### src/include/pin_widths.svh
`ifndef PIN_WIDTHS_SVH
`define PIN_WIDTHS_SVH

// word widths on the chip pins
`define DOWN_BITS 21 // core -> chip word
`define UP_BITS   34 // chip -> core word

// both directions are plain words, no framing bits

`endif
### src/hdl/pin_link_pkg.sv
`include "pin_widths.svh"

package pin_link_pkg;

  parameter int DOWN_BITS = `DOWN_BITS; // downlink word width
  parameter int UP_BITS   = `UP_BITS;   // uplink word width

  // core side channels, ack travels back as a separate bit
  typedef struct packed {
    logic                 v; // word valid, held until ack
    logic [DOWN_BITS-1:0] d; // word
  } down_chan_t;

  typedef struct packed {
    logic               v;
    logic [UP_BITS-1:0] d;
  } up_chan_t;

  // chip pins, ready runs as its own wire
  typedef struct packed {
    logic                 valid; // high only while data is stable
    logic [DOWN_BITS-1:0] data;
  } down_pins_t;

  typedef struct packed {
    logic               valid; // chip holds it until up_ready falls
    logic [UP_BITS-1:0] data;
  } up_pins_t;

  // transmitter states
  typedef enum logic [1:0] {
    tx_idle,       // nothing registered
    tx_valid_low,  // word registered, waiting for ready
    tx_valid_high  // valid on the pins, waiting for ready to drop
  } tx_state_t;

  typedef enum logic {rx_ready_high, rx_ready_low} rx_state_t; // receiver states

endpackage

### src/hdl/pin_link_top.sv
`timescale 1ns/1ns

module pin_link_top #(
  parameter int unsigned FIFO_DEPTH     = 4,    // downlink buffer entries
  parameter int unsigned STARTUP_CYCLES = 1000  // uplink ready hold-off
) (
  input  logic                     clk,
  input  logic                     reset,
  // downlink, core side
  input  pin_link_pkg::down_chan_t core_down,
  output logic                     core_down_ack,
  // downlink, chip side
  output pin_link_pkg::down_pins_t down_pins,
  input  logic                     down_ready,
  // uplink, chip side
  input  pin_link_pkg::up_pins_t   up_pins,
  output logic                     up_ready,
  // uplink, core side
  output pin_link_pkg::up_chan_t   core_up,
  input  logic                     core_up_ack
);

  import pin_link_pkg::*;

  down_chan_t fifo_chan; // FIFO head to transmitter
  logic       fifo_ack;  // transmitter took the head

  // downlink buffer, decouples the core from the chip handshake
  down_word_fifo #(
    .FIFO_DEPTH (FIFO_DEPTH)
  ) i_fifo (
    .clk      (clk),
    .reset    (reset),
    .in_chan  (core_down),
    .in_ack   (core_down_ack),
    .out_chan (fifo_chan),
    .out_ack  (fifo_ack)
  );

  // downlink pin transmitter
  core_to_pin i_tx (
    .clk       (clk),
    .reset     (reset),
    .word_chan (fifo_chan),
    .word_ack  (fifo_ack),
    .pins      (down_pins),
    .ready     (down_ready)
  );

  // uplink pin receiver, no buffer, the chip is stalled through up_ready
  pin_to_core #(
    .STARTUP_CYCLES (STARTUP_CYCLES)
  ) i_rx (
    .clk       (clk),
    .reset     (reset),
    .pins      (up_pins),
    .ready     (up_ready),
    .word_chan (core_up),
    .word_ack  (core_up_ack)
  );

endmodule

### src/hdl/pin_to_core.sv
`timescale 1ns/1ns

module pin_to_core #(
  parameter int unsigned STARTUP_CYCLES = 1000 // ready hold-off after reset
) (
  input  logic                   clk,
  input  logic                   reset,
  input  pin_link_pkg::up_pins_t pins,      // from the chip
  output logic                   ready,     // up_ready to the chip
  output pin_link_pkg::up_chan_t word_chan, // to the core
  input  logic                   word_ack   // core takes the word
);

  import pin_link_pkg::*;

  localparam int HOLD_BITS = (STARTUP_CYCLES > 1) ? $clog2(STARTUP_CYCLES + 1) : 1;

  rx_state_t            state;
  rx_state_t            next_state;
  logic [UP_BITS-1:0]   data_q;      // captured chip word
  logic [HOLD_BITS-1:0] hold_cnt;    // startup hold-off, counts down to zero
  logic                 hold_done;
  logic                 phase;       // divided sampling phase
  logic                 sample;

  assign hold_done = (hold_cnt == '0);

  // capture only in the sampling half of the phase,
  // keeps the sample point away from the chip's own io clock edge
  assign sample = (state == rx_ready_high) && hold_done && phase && pins.valid;

  always_ff @(posedge clk, posedge reset) begin
    if (reset) begin
      state    <= rx_ready_high;
      hold_cnt <= HOLD_BITS'(STARTUP_CYCLES);
      phase    <= 1'b0;
    end else begin
      state <= next_state;
      phase <= ~phase; // free running toggle
      if (!hold_done) begin
        hold_cnt <= hold_cnt - 1'b1;
      end
    end
  end

  // captured word, reset to zero so core_up reads clean before the first word
  always_ff @(posedge clk, posedge reset) begin
    if (reset) begin
      data_q <= '0;
    end else if (sample) begin
      data_q <= pins.data;
    end
  end

  // next state
  always_comb begin
    next_state = state;
    unique case (state)
      rx_ready_high: begin
        if (sample) begin
          next_state = rx_ready_low; // ready falls, chip releases valid
        end
      end
      rx_ready_low: begin
        // stays here with ready low until the core acks, stalls the chip
        if (word_ack) begin
          next_state = rx_ready_high;
        end
      end
      default: begin
        next_state = rx_ready_high;
      end
    endcase
  end

  // outputs decoded from state
  always_comb begin
    ready       = (state == rx_ready_high) && hold_done; // low during hold-off
    word_chan.v = (state == rx_ready_low);               // word held until ack
    word_chan.d = data_q;
  end

  // one word per visit to rx_ready_low, so one word per ack pulse

endmodule

### src/hdl/core_to_pin.sv
`timescale 1ns/1ns

module core_to_pin (
  input  logic                     clk,
  input  logic                     reset,
  input  pin_link_pkg::down_chan_t word_chan, // from the FIFO
  output logic                     word_ack,  // one-cycle pulse per word taken
  output pin_link_pkg::down_pins_t pins,      // to the chip
  input  logic                     ready      // chip level handshake
);

  import pin_link_pkg::*;

  tx_state_t            state;
  tx_state_t            next_state;
  logic [DOWN_BITS-1:0] data_q;     // pin data register
  logic [DOWN_BITS-1:0] next_data;
  logic                 next_ack;

  // the word is registered one cycle before valid can rise,
  // so the data pins are already settled when valid goes high
  always_ff @(posedge clk, posedge reset) begin
    if (reset) begin
      state    <= tx_idle;
      data_q   <= '0;
      word_ack <= 1'b0;
    end else begin
      state    <= next_state;
      data_q   <= next_data;
      word_ack <= next_ack; // pulse follows the load by one cycle
    end
  end

  // next state, ready is looked at in one place per state
  always_comb begin
    next_state = state;
    next_data  = data_q; // hold by default
    next_ack   = 1'b0;
    unique case (state)
      tx_idle: begin
        if (word_chan.v) begin // load and ack
          next_data  = word_chan.d;
          next_ack   = 1'b1;
          next_state = tx_valid_low;
        end
      end
      tx_valid_low: begin
        // waits here with data held for as long as the chip keeps ready low
        if (ready) begin
          next_state = tx_valid_high;
        end
      end
      tx_valid_high: begin
        if (!ready) begin
          // chip took the word, valid drops next cycle
          if (word_chan.v) begin
            next_data  = word_chan.d; // back to back load
            next_ack   = 1'b1;
            next_state = tx_valid_low;
          end else begin
            next_state = tx_idle;
          end
        end
      end
      default: begin
        next_state = tx_idle;
      end
    endcase
  end

  // pins
  always_comb begin
    pins.valid = (state == tx_valid_high); // decoded straight from state
    pins.data  = data_q;
  end

  // word_chan.v is ignored in tx_valid_low, the FIFO head moves during the
  // ack cycle and the new head is only looked at once ready has fallen

endmodule

### src/hdl/down_word_fifo.sv
`timescale 1ns/1ns

module down_word_fifo #(
  parameter int unsigned FIFO_DEPTH = 4 // entries
) (
  input  logic                     clk,
  input  logic                     reset,
  input  pin_link_pkg::down_chan_t in_chan,  // from the core
  output logic                     in_ack,   // registered one-cycle pulse
  output pin_link_pkg::down_chan_t out_chan, // head word to the transmitter
  input  logic                     out_ack   // head word taken
);

  import pin_link_pkg::*;

  localparam int PTR_BITS = (FIFO_DEPTH > 1) ? $clog2(FIFO_DEPTH) : 1;
  localparam int CNT_BITS = $clog2(FIFO_DEPTH + 1);

  logic [DOWN_BITS-1:0] mem [FIFO_DEPTH]; // word storage, no reset
  logic [PTR_BITS-1:0]  wr_ptr;
  logic [PTR_BITS-1:0]  rd_ptr;
  logic [CNT_BITS-1:0]  count;            // occupancy
  logic                 push;
  logic                 pop;

  // take a word only when there is room and the previous ack is not still out,
  // the core keeps v high during the ack cycle so that word must not count twice
  assign push = in_chan.v && !in_ack && (count < CNT_BITS'(FIFO_DEPTH));
  assign pop  = out_ack && (count != '0); // transmitter acks only a valid head

  // write side
  always_ff @(posedge clk) begin
    if (push) begin
      mem[wr_ptr] <= in_chan.d;
    end
  end

  always_ff @(posedge clk, posedge reset) begin
    if (reset) begin
      wr_ptr <= '0;
      rd_ptr <= '0;
      count  <= '0;
      in_ack <= 1'b0;
    end else begin
      in_ack <= push; // ack lands one cycle after the write
      if (push) begin
        // explicit wrap, depth need not fill the pointer range
        wr_ptr <= (wr_ptr == PTR_BITS'(FIFO_DEPTH - 1)) ? '0 : wr_ptr + 1'b1;
      end
      if (pop) begin
        rd_ptr <= (rd_ptr == PTR_BITS'(FIFO_DEPTH - 1)) ? '0 : rd_ptr + 1'b1;
      end
      // occupancy, simultaneous push and pop leaves it alone
      case ({push, pop})
        2'b10:   count <= count + 1'b1;
        2'b01:   count <= count - 1'b1;
        default: count <= count;
      endcase
    end
  end

  // head word is held as long as it sits at rd_ptr
  always_comb begin
    out_chan.v = (count != '0);
    out_chan.d = mem[rd_ptr];
  end

endmodule

### config.mk
export PLATFORM = sky130hd
export DESIGN_NAME = pin_link_top
export DESIGN_NICKNAME = d
export VERILOG_FILES = /design/src/hdl/pin_link_pkg.sv /design/src/hdl/pin_link_top.sv /design/src/hdl/pin_to_core.sv /design/src/hdl/core_to_pin.sv /design/src/hdl/down_word_fifo.sv
export VERILOG_INCLUDE_DIRS = /design/src /design/src/include
export SDC_FILE = /design/constraint.sdc
export NUM_CORES = 1
export LEC_CHECK = 0
export BUFFER_PORTS_ARGS = -buffer_cell sky130_fd_sc_hd__buf_2
export CAP_MARGIN = 30
export CORE_ASPECT_RATIO = 0.8
export CORE_UTILIZATION = 53
export DETAILED_ROUTE_END_ITERATION = 10
export PLACE_DENSITY = 0.87
export SETUP_SLACK_MARGIN = 0.15
export SLEW_MARGIN = 10
export SYNTH_ARGS = -nofsm -noshare
export SYNTH_HDL_FRONTEND = slang
export SYNTH_HIERARCHICAL = 1
export SYNTH_SLANG_ARGS = --single-unit
### constraint.sdc
create_clock -name clk -period 2.8 [get_ports clk]
set_input_delay 0.56 -clock clk [delete_from_list [all_inputs] [get_ports clk]]
set_output_delay 0.56 -clock clk [all_outputs]
set_load 0.01 [all_outputs]
# Word-level counts from Yosys, hierarchy flattened

Memories as Yosys holds them, arrays and structs flattened.
Cells that the tools add are included.

Memories: 1
Register bits after elaboration: 78
Memory bits (writable): 84
Output and inout port bits: 59

Multiplexer cells: 19
$add $sub $neg: 5
Reductions and logical operators: 14
Magnitude comparators: 1
Bitwise logic cells: 2
Eq/ne operators: 9

Memory list:

| name       | depth | width | read ports | clocked after Yosys merged registers in | write ports | line                 | RTL |
|---|---|---|---|---|---|---|---|
| i_fifo.mem | 4     | 21    | 1          | 0                                       | 1           | down_word_fifo.sv:19 | `logic [DOWN_BITS-1:0] mem [FIFO_DEPTH];` |

Operators with widths:

| kind                  | number |
|---|---|
| $mux 21               | 2 |
| $pmux 21 s2           | 1 |
| $logic_not 10->1      | 1 |
| $mux 2                | 5 |
| $sub 10x1->10 const B | 1 |
| $eq 2x2->1 const B    | 4 |
| $mux 1                | 7 |
| $logic_and 1x1->1     | 6 |
| $ne 2x2->1 const B    | 3 |
| $pmux 2 s3            | 1 |
| $pmux 3 s2            | 1 |
| $add 2x1->2 const B   | 2 |
| $eq 2x1->1 const B    | 2 |
| $pmux 1 s2            | 2 |
| $reduce_bool 2->1     | 2 |
| $add 3x1->3 const B   | 1 |
| $lt 3x3->1 const B    | 1 |
| $reduce_and 3->1      | 1 |
| $reduce_bool 3->1     | 1 |
| $sub 3x1->3 const B   | 1 |
| $logic_not 2->1       | 1 |
| $not 1->1             | 2 |
| $reduce_and 2->1      | 1 |
| $logic_not 1->1       | 1 |

# Logic depth before layout (Yosys ltp)

Gate-level depths: netlist of the first run.

Depth after elaboration: 6
Depth in mapped cells: 9
Depth with buffers taken out: 9

# By module

The synthesis of the first run kept the hierarchy.

By module, submodules not included:

| module         | area each (um2) | cells each | times used |
|---|---|---|---|
| down_word_fifo | 3535.9          | 153        | 1 |
| pin_to_core    | 1880.6          | 130        | 1 |
| core_to_pin    | 918.4           | 55         | 1 |

# Least setup slack after synthesis of the first run

No wires, ideal clock.

Kind: register to register
Start point: reg i_rx.hold_cnt[0]
End point: reg i_rx.data_q[15]
Arrival: 2.150 ns
Data required time: 2.675 ns
Path slack: 0.525 ns
Path buffers: 1
Stages on the path, launching flop included: 7
Clock period less this slack: 2.275 ns
Path through: dfrtp_1 > inv_1 > ha_1 > or3b_2 > nor4_4 > buf_6 > mux2_2

Cells in the longest elaborated chain, start to end: 4

Ends and longest elaborated chain:

| what                           | line              | RTL |
|---|---|---|
| from (decl)                    | pin_to_core.sv:21 | `logic [HOLD_BITS-1:0] hold_cnt;` |
| from (signal assigned)         | pin_to_core.sv:35 | `hold_cnt <= HOLD_BITS'(STARTUP_CYCLES);` |
| from (signal assigned)         | pin_to_core.sv:41 | `hold_cnt <= hold_cnt - 1'b1;` |
| $logic_not 10->1               | pin_to_core.sv:26 | `assign hold_done = (hold_cnt == '0);` |
| $logic_and 1x1->1 (3 in a row) | pin_to_core.sv:30 | `assign sample = (state == rx_ready_high) && hold_done && phase && pins.valid;` |
| to (signal assigned)           | pin_to_core.sv:51 | `data_q <= pins.data;` |
| to (decl)                      | pin_to_core.sv:20 | `logic [UP_BITS-1:0] data_q;` |

No other way between the ends.
A chain may end at the register's enable or synchronous reset.

# Final worst setup path of the first run

Start point: reg i_rx.hold_cnt[1]
End point: out up_ready

Cells in the longest elaborated chain, start to end: 2

Ends and longest elaborated chain:

| what              | line               | RTL |
|---|---|---|
| $logic_not 10->1  | pin_to_core.sv:26  |  |
| $logic_and 1x1->1 | pin_to_core.sv:78  | `ready = (state == rx_ready_high) && hold_done;` |
| to (decl)         | pin_link_top.sv:17 | `output logic up_ready,` |

No other way between the ends.

==> summary.txt, run 1 <==
Run status
  • Status: finished, final reports clean

Floorplanning
  • Rows: 35
  • IO Count: between 100 and 150
  • Initial Utilization: 54.8%
  • Die area: 12400 um^2
  • Die H: 99.8 um
  • CORE AREA: roughly 12000 um^2
  • Width of the die: roughly 120 um

Synth
  • Syn_nets: 407
  • Largest area contributor in the synthesized netlist: edfxtp_1
  • Mean area per synthesized cell: 18.7 um^2
  • Ys flop type: edfxtp_1
  • Area share of the largest cell type after synthesis: 39.8%
  • Post-synth ARST share: 48.1%
  • Register area share after synthesis: 70.7%
  • Yosys cell types: 42
  • EDFF count, synth: 84
  • Synth area leaders: edfxtp_1, dfrtp_1, mux2_2
  • Yosys warns: 6
  • Post-synthesis register bit count: 162
  • Syn Inst Count: 338
  • Mapped Area: 6330 um^2

Clock tree
  • Clk Latency, worst-skew pair: 410 ps
  • Maximum clock path buffer count: 2
  • CTS tree: yes
  • Root Buffer: clkbuf_16
  • Hold Buf Count CTS: 0
  • Post-cts resize count: 1
  • # H-tree levels: 4
  • Post-CTS setup buffers: 0
  • CTS Sinks: about 160
  • Num CTS Buffers: 17
  • Worst-path clk slew: 60 ps

Place
  • Gpl congestion: 0.835
  • Detailed Place HPWL: 7770 um
  • I/O Buffers: 119
  • DP Cell Count: 602
  • Dpl cell area: 7120 um^2

STA
  • Worst Max-Slew Pin Slew: 660 ps
  • Fmax achieved: 0.405 GHz
  • Post-Route Skew: 8.60 ps
  • Final min period: 2470 ps
  • Total negative slack: 0 ps
  • Final Hold Fails: 0
  • Worst relative slew slack: 55.9%
  • Final cycle utilization of the critical path: 88.2%
  • RSZ-0062 raised after global routing: no
  • Setup violators final: 0
  • Count of final max-slew check failures: 0

Drt
  • Vias: 3444
  • # DRC: 0
  • Vias/cell: about 5.4
  • Highest Signal Layer: met5
  • 1st-iter DRT viols: 217
  • DR WL/cell: 18.4 um
  • Post-route ant nets: 0
  • Met2 WL: between 6000 and 7000 um
  • M1 wire length: just under 5000 um
  • Metal3 WL: 716 um
  • WL final: around 12000 um
  • Pre-Repair DR Iteration Count: 4

Global routing
  • Gr usage total: 20.3%
  • Vias in the first global route: 3655
  • First-pass GRT wire length: 18800 um
  • Number of antenna violations at the first check in global routing: 1
  • GRT overflow: 0
  • Largest net degree at the start of global routing: between 40 and 50

Worst setup path
  • Slowest stage delay, CP: about 400 ps
  • Reg2Reg Launch Point: i_rx/hold_cnt[1]
  • Crit path capture type: primary output
  • FF-to-FF End: i_rx/data_q[21]
  • Max stage delay cell, worst path: dfrtp_1
  • CP Launch Type: flip-flop
  • Buf+Inv Stages, Crit Path: 2
  • Worst Path Max Fanout: 6
  • CP delay by family, top: simple AND/OR/NAND/NOR gates
  • WP data required: 2240 ps
  • R2R setup slack: 500 ps
  • WS Path Type: reg -> out
  • FF-to-FF path depth: 6
  • Critical Path AT: 1910 ps
  • Crit-path cells: inv_1, ha_1, nor3b_4, nand3_1, nor2_1, buf_2
  • CP Launch Point: i_rx/hold_cnt[1]

Power
  • PD cells: around 960 nW/um^2
  • Seq pwr share: a little over two fifths
  • Combinational share of power: about a quarter
  • Clock share of power: between 20% and 30%
  • Internal power: 0.00535 W
  • Leak Pwr: 3.19 nW
  • Switching part of the total: 27.5%
  • Maximum vdd drop: approximately 510 uV
  • NetSw: 0.00203 W

Min path
  • Hold WC Path Type: in -> async

Finish
  • Fillers: 798
  • Post-route cell area: between 7000 and 8000 um^2
  • Post-layout util: 66.8%
  • Share of cells above drive strength 1: 48.7%
  • Footprint of the multi-input gates: between 1500 and 2000 um^2
  • Sequential cell area: 4480 um^2
  • Non-Filler Instances: 635
  • Layout area overhead: 21.9%
  • Nets: 543
  • Ant. Diodes: 0

Job
  • MaxCap Viol Count: 0
## cell usage after synthesis, types with 3 or more instances
master and instances:
mux2_1 12, buf_6 6, mux4_2 18, buf_2 3
mux4_1 3, edfxtp_1 84, mux2_2 47, o21ai_0 11
ha_1 7, or3_1 3, inv_1 17, nor2_1 7
nand2_1 3, dfrtp_1 72, nor3_1 3, and2_1 4
dfstp_2 6
## layout make-up
class / instances / share of cell area [%]
timing repair buffer: 129 / 9.75
clock inverter: 8 / 1.00
clock buffer: 24 / 6.37
multi-input combinational: 147 / 21.6
tap: 148 / 2.40
sequential: 162 / 58.0
inverter: 17 / 0.826
## per-layer routing
metal / GRT usage (%) / up-vias
met5: 0 / -
met4: 6.77 / 2
met3: 6.50 / 15
met2: 34.8 / 127
met1: 24.7 / 1750
li1: - / 1550
## registers in the layout (all words and copies together) (netlist names), 2 cells and up
| name | cells |
|---|---|
| i_fifo/rd_ptr | 2 |
| i_tx/state | 2 |
| i_fifo/count | 3 |
| i_fifo/mem | 84 |
| i_tx/data_q | 21 |
| i_rx/data_q | 34 |
| i_fifo/wr_ptr | 2 |
| i_rx/hold_cnt | 10 |
## worst max path at each step
stage          depth (start not counted)  slack (ps)         endpoint
2_1_floorplan                          6         530  i_rx/data_q[15]
3_3_place_gp                           6         600  i_rx/data_q[26]
3_5_place_dp                           6         520  i_rx/data_q[21]
4_1_cts                                6         280         up_ready
5_1_grt                                6         190         up_ready
6_report                               6         330         up_ready
## power by group through the flow
stage | Sequential [W] | Clock [W] | Combinational [W]
final | 0.00324 | 0.00218 | 0.00196
after global routing | 0.00329 | 0.00231 | 0.00213
after CTS | 0.00324 | 0.00222 | 0.00200
after detailed placement | 0.00328 | 0 | 0.00199
after global placement | 0.00329 | 0 | 0.00180
after floorplan | 0.00333 | 0 | 0.00132
## logic make-up (layout without fill, tap and decap cells)
kind of cell	count (synthesis)	count (layout)	synth area share, %
xor+xnor	4	4	0.553
buf+inv	29	178	3.06
simple gates	34	34	3.44
flops	162	162	70.7
fa+ha+maj	8	8	1.70
mux	82	82	18.4
compound gates	19	19	2.05
## per-stage QoR
stage               hold slack, ps  power [W]  setup slack [ps]
finish                        59.1    0.00738               329
global route                  43.6    0.00773               189
CTS                            137    0.00746               285
detailed placement             410    0.00526               522
global placement               407    0.00509               605
floorplan                      376    0.00465               525
## cell usage in the layout (no fill, tap or decap), types with 2 or more instances in the layout
cell and instances:
mux4_2 18, nor3_1 3, clkinvlp_4 5, o31ai_1 2, nor2_1 7, edfxtp_1 84, mux2_1 12, xor2_1 2
clkinv_2 2, ha_1 7, or3_1 3, clkbuf_1 3, inv_1 16, clkbuf_16 17, o21ai_0 11, xnor2_1 2
mux2i_1 2, mux2_2 47, buf_12 5, dfstp_2 6, nand2_1 3, nor2b_1 2, dfrtp_1 72, and2_1 4
a21o_1 2, buf_2 119, clkbuf_8 4, buf_4 4, mux4_1 3
Power figures use the tool's default switching activity.
==> run 2, diff against run 1 <==
PLACE_DENSITY = 0.73   (was 0.87)
SKIP_CTS_REPAIR_TIMING = 1   (was unset)
==> run 2 against run 1 <==
Die area stayed put. Clock-buffer cell count is 7 lower. Cell count is 0.16% higher.
==> summary.txt, run 2 (synthesis results as in run 1) <==
Run status
  • Status: finished, final reports clean (unchanged)

Worst setup path
  • CP Launch Type: flip-flop (unchanged)
  • Slowest stage delay, CP: 400 ps (about the same)
  • Max stage delay cell, worst path: dfrtp_1 (unchanged)
  • WS Path Type: reg -> out (unchanged)
  • WP data required: 2240 ps (about the same)
  • Critical Path AT: 1890 ps (was 1910 ps)
  • Buf+Inv Stages, Crit Path: 2 (unchanged)
  • CP delay by family, top: simple AND/OR/NAND/NOR gates (unchanged)
  • Crit path capture type: primary output (unchanged)
  • Crit-path cells: inv_1, ha_1, nor3b_4, nand3_1, nor2_1, buf_2 (unchanged)
  • Worst Path Max Fanout: 6 (unchanged)

Drt
  • # DRC: 0 (unchanged)
  • Post-route ant nets: 0 (unchanged)
  • DR WL/cell: 17.7 um (was 18.4 um)
  • WL final: 11200 um (was 11700 um)
  • 1st-iter DRT viols: 150 (was 217)
  • Vias: 3397 (was 3444)
  • Vias/cell: 5.34 (was 5.42)
  • Pre-Repair DR Iteration Count: 4 (unchanged)

STA
  • Count of final max-slew check failures: 0 (unchanged)
  • Total negative slack: 0 ps (unchanged)
  • Final cycle utilization of the critical path: 87.5% (was 88.2%)
  • Final Hold Fails: 0 (unchanged)
  • Final min period: 2450 ps (was 2470 ps)
  • Setup violators final: 0 (unchanged)
  • Fmax achieved: 0.408 GHz (was 0.405 GHz)
  • RSZ-0062 raised after global routing: no (unchanged)
  • Post-Route Skew: 15.3 ps (was 8.60 ps)
  • Worst Max-Slew Pin Slew: 736 ps (was 660 ps)
  • Worst relative slew slack: 50.9% (was 55.9%)

Clock tree
  • Root Buffer: clkbuf_16 (unchanged)
  • CTS Sinks: 162 (unchanged)
  • Maximum clock path buffer count: 2 (unchanged)
  • Clk Latency, worst-skew pair: 420 ps (was 410 ps)
  • # H-tree levels: 4 (unchanged)
  • Worst-path clk slew: 70 ps (was 60 ps)
  • CTS tree: yes (unchanged)
  • Num CTS Buffers: 17 (unchanged)

Finish
  • Most common cell after layout, fill and taps aside: buf_2 (unchanged)
  • Most frequent cells in the layout: buf_2, edfxtp_1, dfrtp_1, mux2_2, mux4_2 (unchanged)
  • Layout area overhead: 21.2% (was 21.9%)
  • Fillers: 820 (was 798)
  • Share of cells above drive strength 1: 49.2% (was 48.7%)
  • Ant. Diodes: 0 (unchanged)
  • Max FFs per register: 84 (unchanged)
  • Largest register by flop count: i_fifo/mem (unchanged)
  • Post-route cell area: 7680 um^2 (was 7720 um^2)
  • Top Registers: i_fifo/mem: 84 flops, i_rx/data_q: 34 flops, i_tx/data_q: 21 flops (unchanged)
  • Nets: 544 (was 543)

Global routing
  • Largest net degree at the start of global routing: 47 (unchanged)
  • Vias in the first global route: 3500 (was 3655)
  • GRT overflow: 0 (unchanged)
  • Number of antenna violations at the first check in global routing: 0 (was 1)
  • First-pass GRT wire length: 18000 um (was 18800 um)
  • Gr usage total: 19.3% (was 20.3%)

Power
  • Maximum vdd drop: 502 uV (was 511 uV)
  • Leak Pwr: 3.19 nW (about the same)
  • PD cells: 957 nW/um^2 (was 955 nW/um^2)

Floorplanning
  • IO Count: 120 (unchanged)
  • Die H: 99.8 um (unchanged)
  • Die area: 12400 um^2 (unchanged)
  • Width of the die: 124 um (unchanged)
  • CORE AREA: 11600 um^2 (unchanged)
  • Rows: 35 (unchanged)
  • Initial Utilization: 54.8% (unchanged)

Place
  • Dpl cell area: 7080 um^2 (was 7120 um^2)
  • Detailed Place HPWL: 7250 um (was 7770 um)
  • Gpl congestion: 0.784 (was 0.835)
  • I/O Buffers: 119 (unchanged)

Job
  • MaxCap Viol Count: 0 (unchanged)

Min path
  • Hold WC Path Type: in -> async (unchanged)
run 2: changes by cell type in the layout (fill, tap and decap cells not counted), moves of 2 or more:
cell	change
inv_6	+5
clkbuf_1	-3
clkinv_2	-2
clkinvlp_4	-4
clkinv_4	+2
inv_8	+4
buf_4	+6
clkinv_8	+3
clkbuf_8	-4
buf_12	-4
run 2: stage by stage:
| stage | util (%) | std cells | hold slack, ps | worst slack (ps) | power (W) |
|---|---|---|---|---|---|
| floorplan | - | 338 | 376 | 525 | 0.00465 |
| global placement | 61.2 | 604 | 406 | 591 | 0.00511 |
| detailed placement | 61.2 | 604 | 421 | 537 | 0.00519 |
| CTS | 66.3 | 636 | 103 | 138 | 0.00745 |
| global route | 66.4 | 636 | 118 | 173 | 0.00773 |
| finish | 66.4 | 636 | 108 | 349 | 0.00735 |
run 2: worst paths after layout:
path                            slack (ps)               end  cells after the start        startpoint
worst max-delay path                   350          up_ready                      6  i_rx/hold_cnt[0]
worst min-delay path                   110   i_fifo/count[1]                      2             reset
max in group asynchronous             2090    i_rx/data_q[6]                      3             reset
worst max register to register         500    i_rx/data_q[8]                      6  i_rx/hold_cnt[0]
min in group clk                       350  i_fifo/mem[1][1]                      1      core_down[1]
worst min register to register         430        i_rx/phase                      1        i_rx/phase
run 2: layout make-up:
class | instances | area [um^2] | share of cell area (%)
flip-flops and latches | 162 | 4480 | 58.4
repair buffers | 130 | 691 | 8.99
clock buffers | 17 | 425 | 5.54
inverters | 17 | 63.8 | 0.831
well taps | 148 | 185 | 2.41
clock inverters | 15 | 163 | 2.12
multi-input cells | 147 | 1670 | 21.7
run 2: report_power, final:
part	internal, W	leakage, nW	switching (W)
Combinational	0.000993	1.23	0.000879
Clock	0.00120	0.285	0.00104
Sequential	0.00299	1.68	0.000246
run 2: per-layer routing:
| metal | routed length (um) | vias to the layer above | GRT usage [%] |
|---|---|---|---|
| met5 | 0 | - | 0 |
| met4 | 187 | 0 | 7.97 |
| met3 | 449 | 15 | 5.22 |
| met2 | 5570 | 77 | 30.0 |
| met1 | 5020 | 1753 | 26.2 |
| li1 | - | 1552 | - |
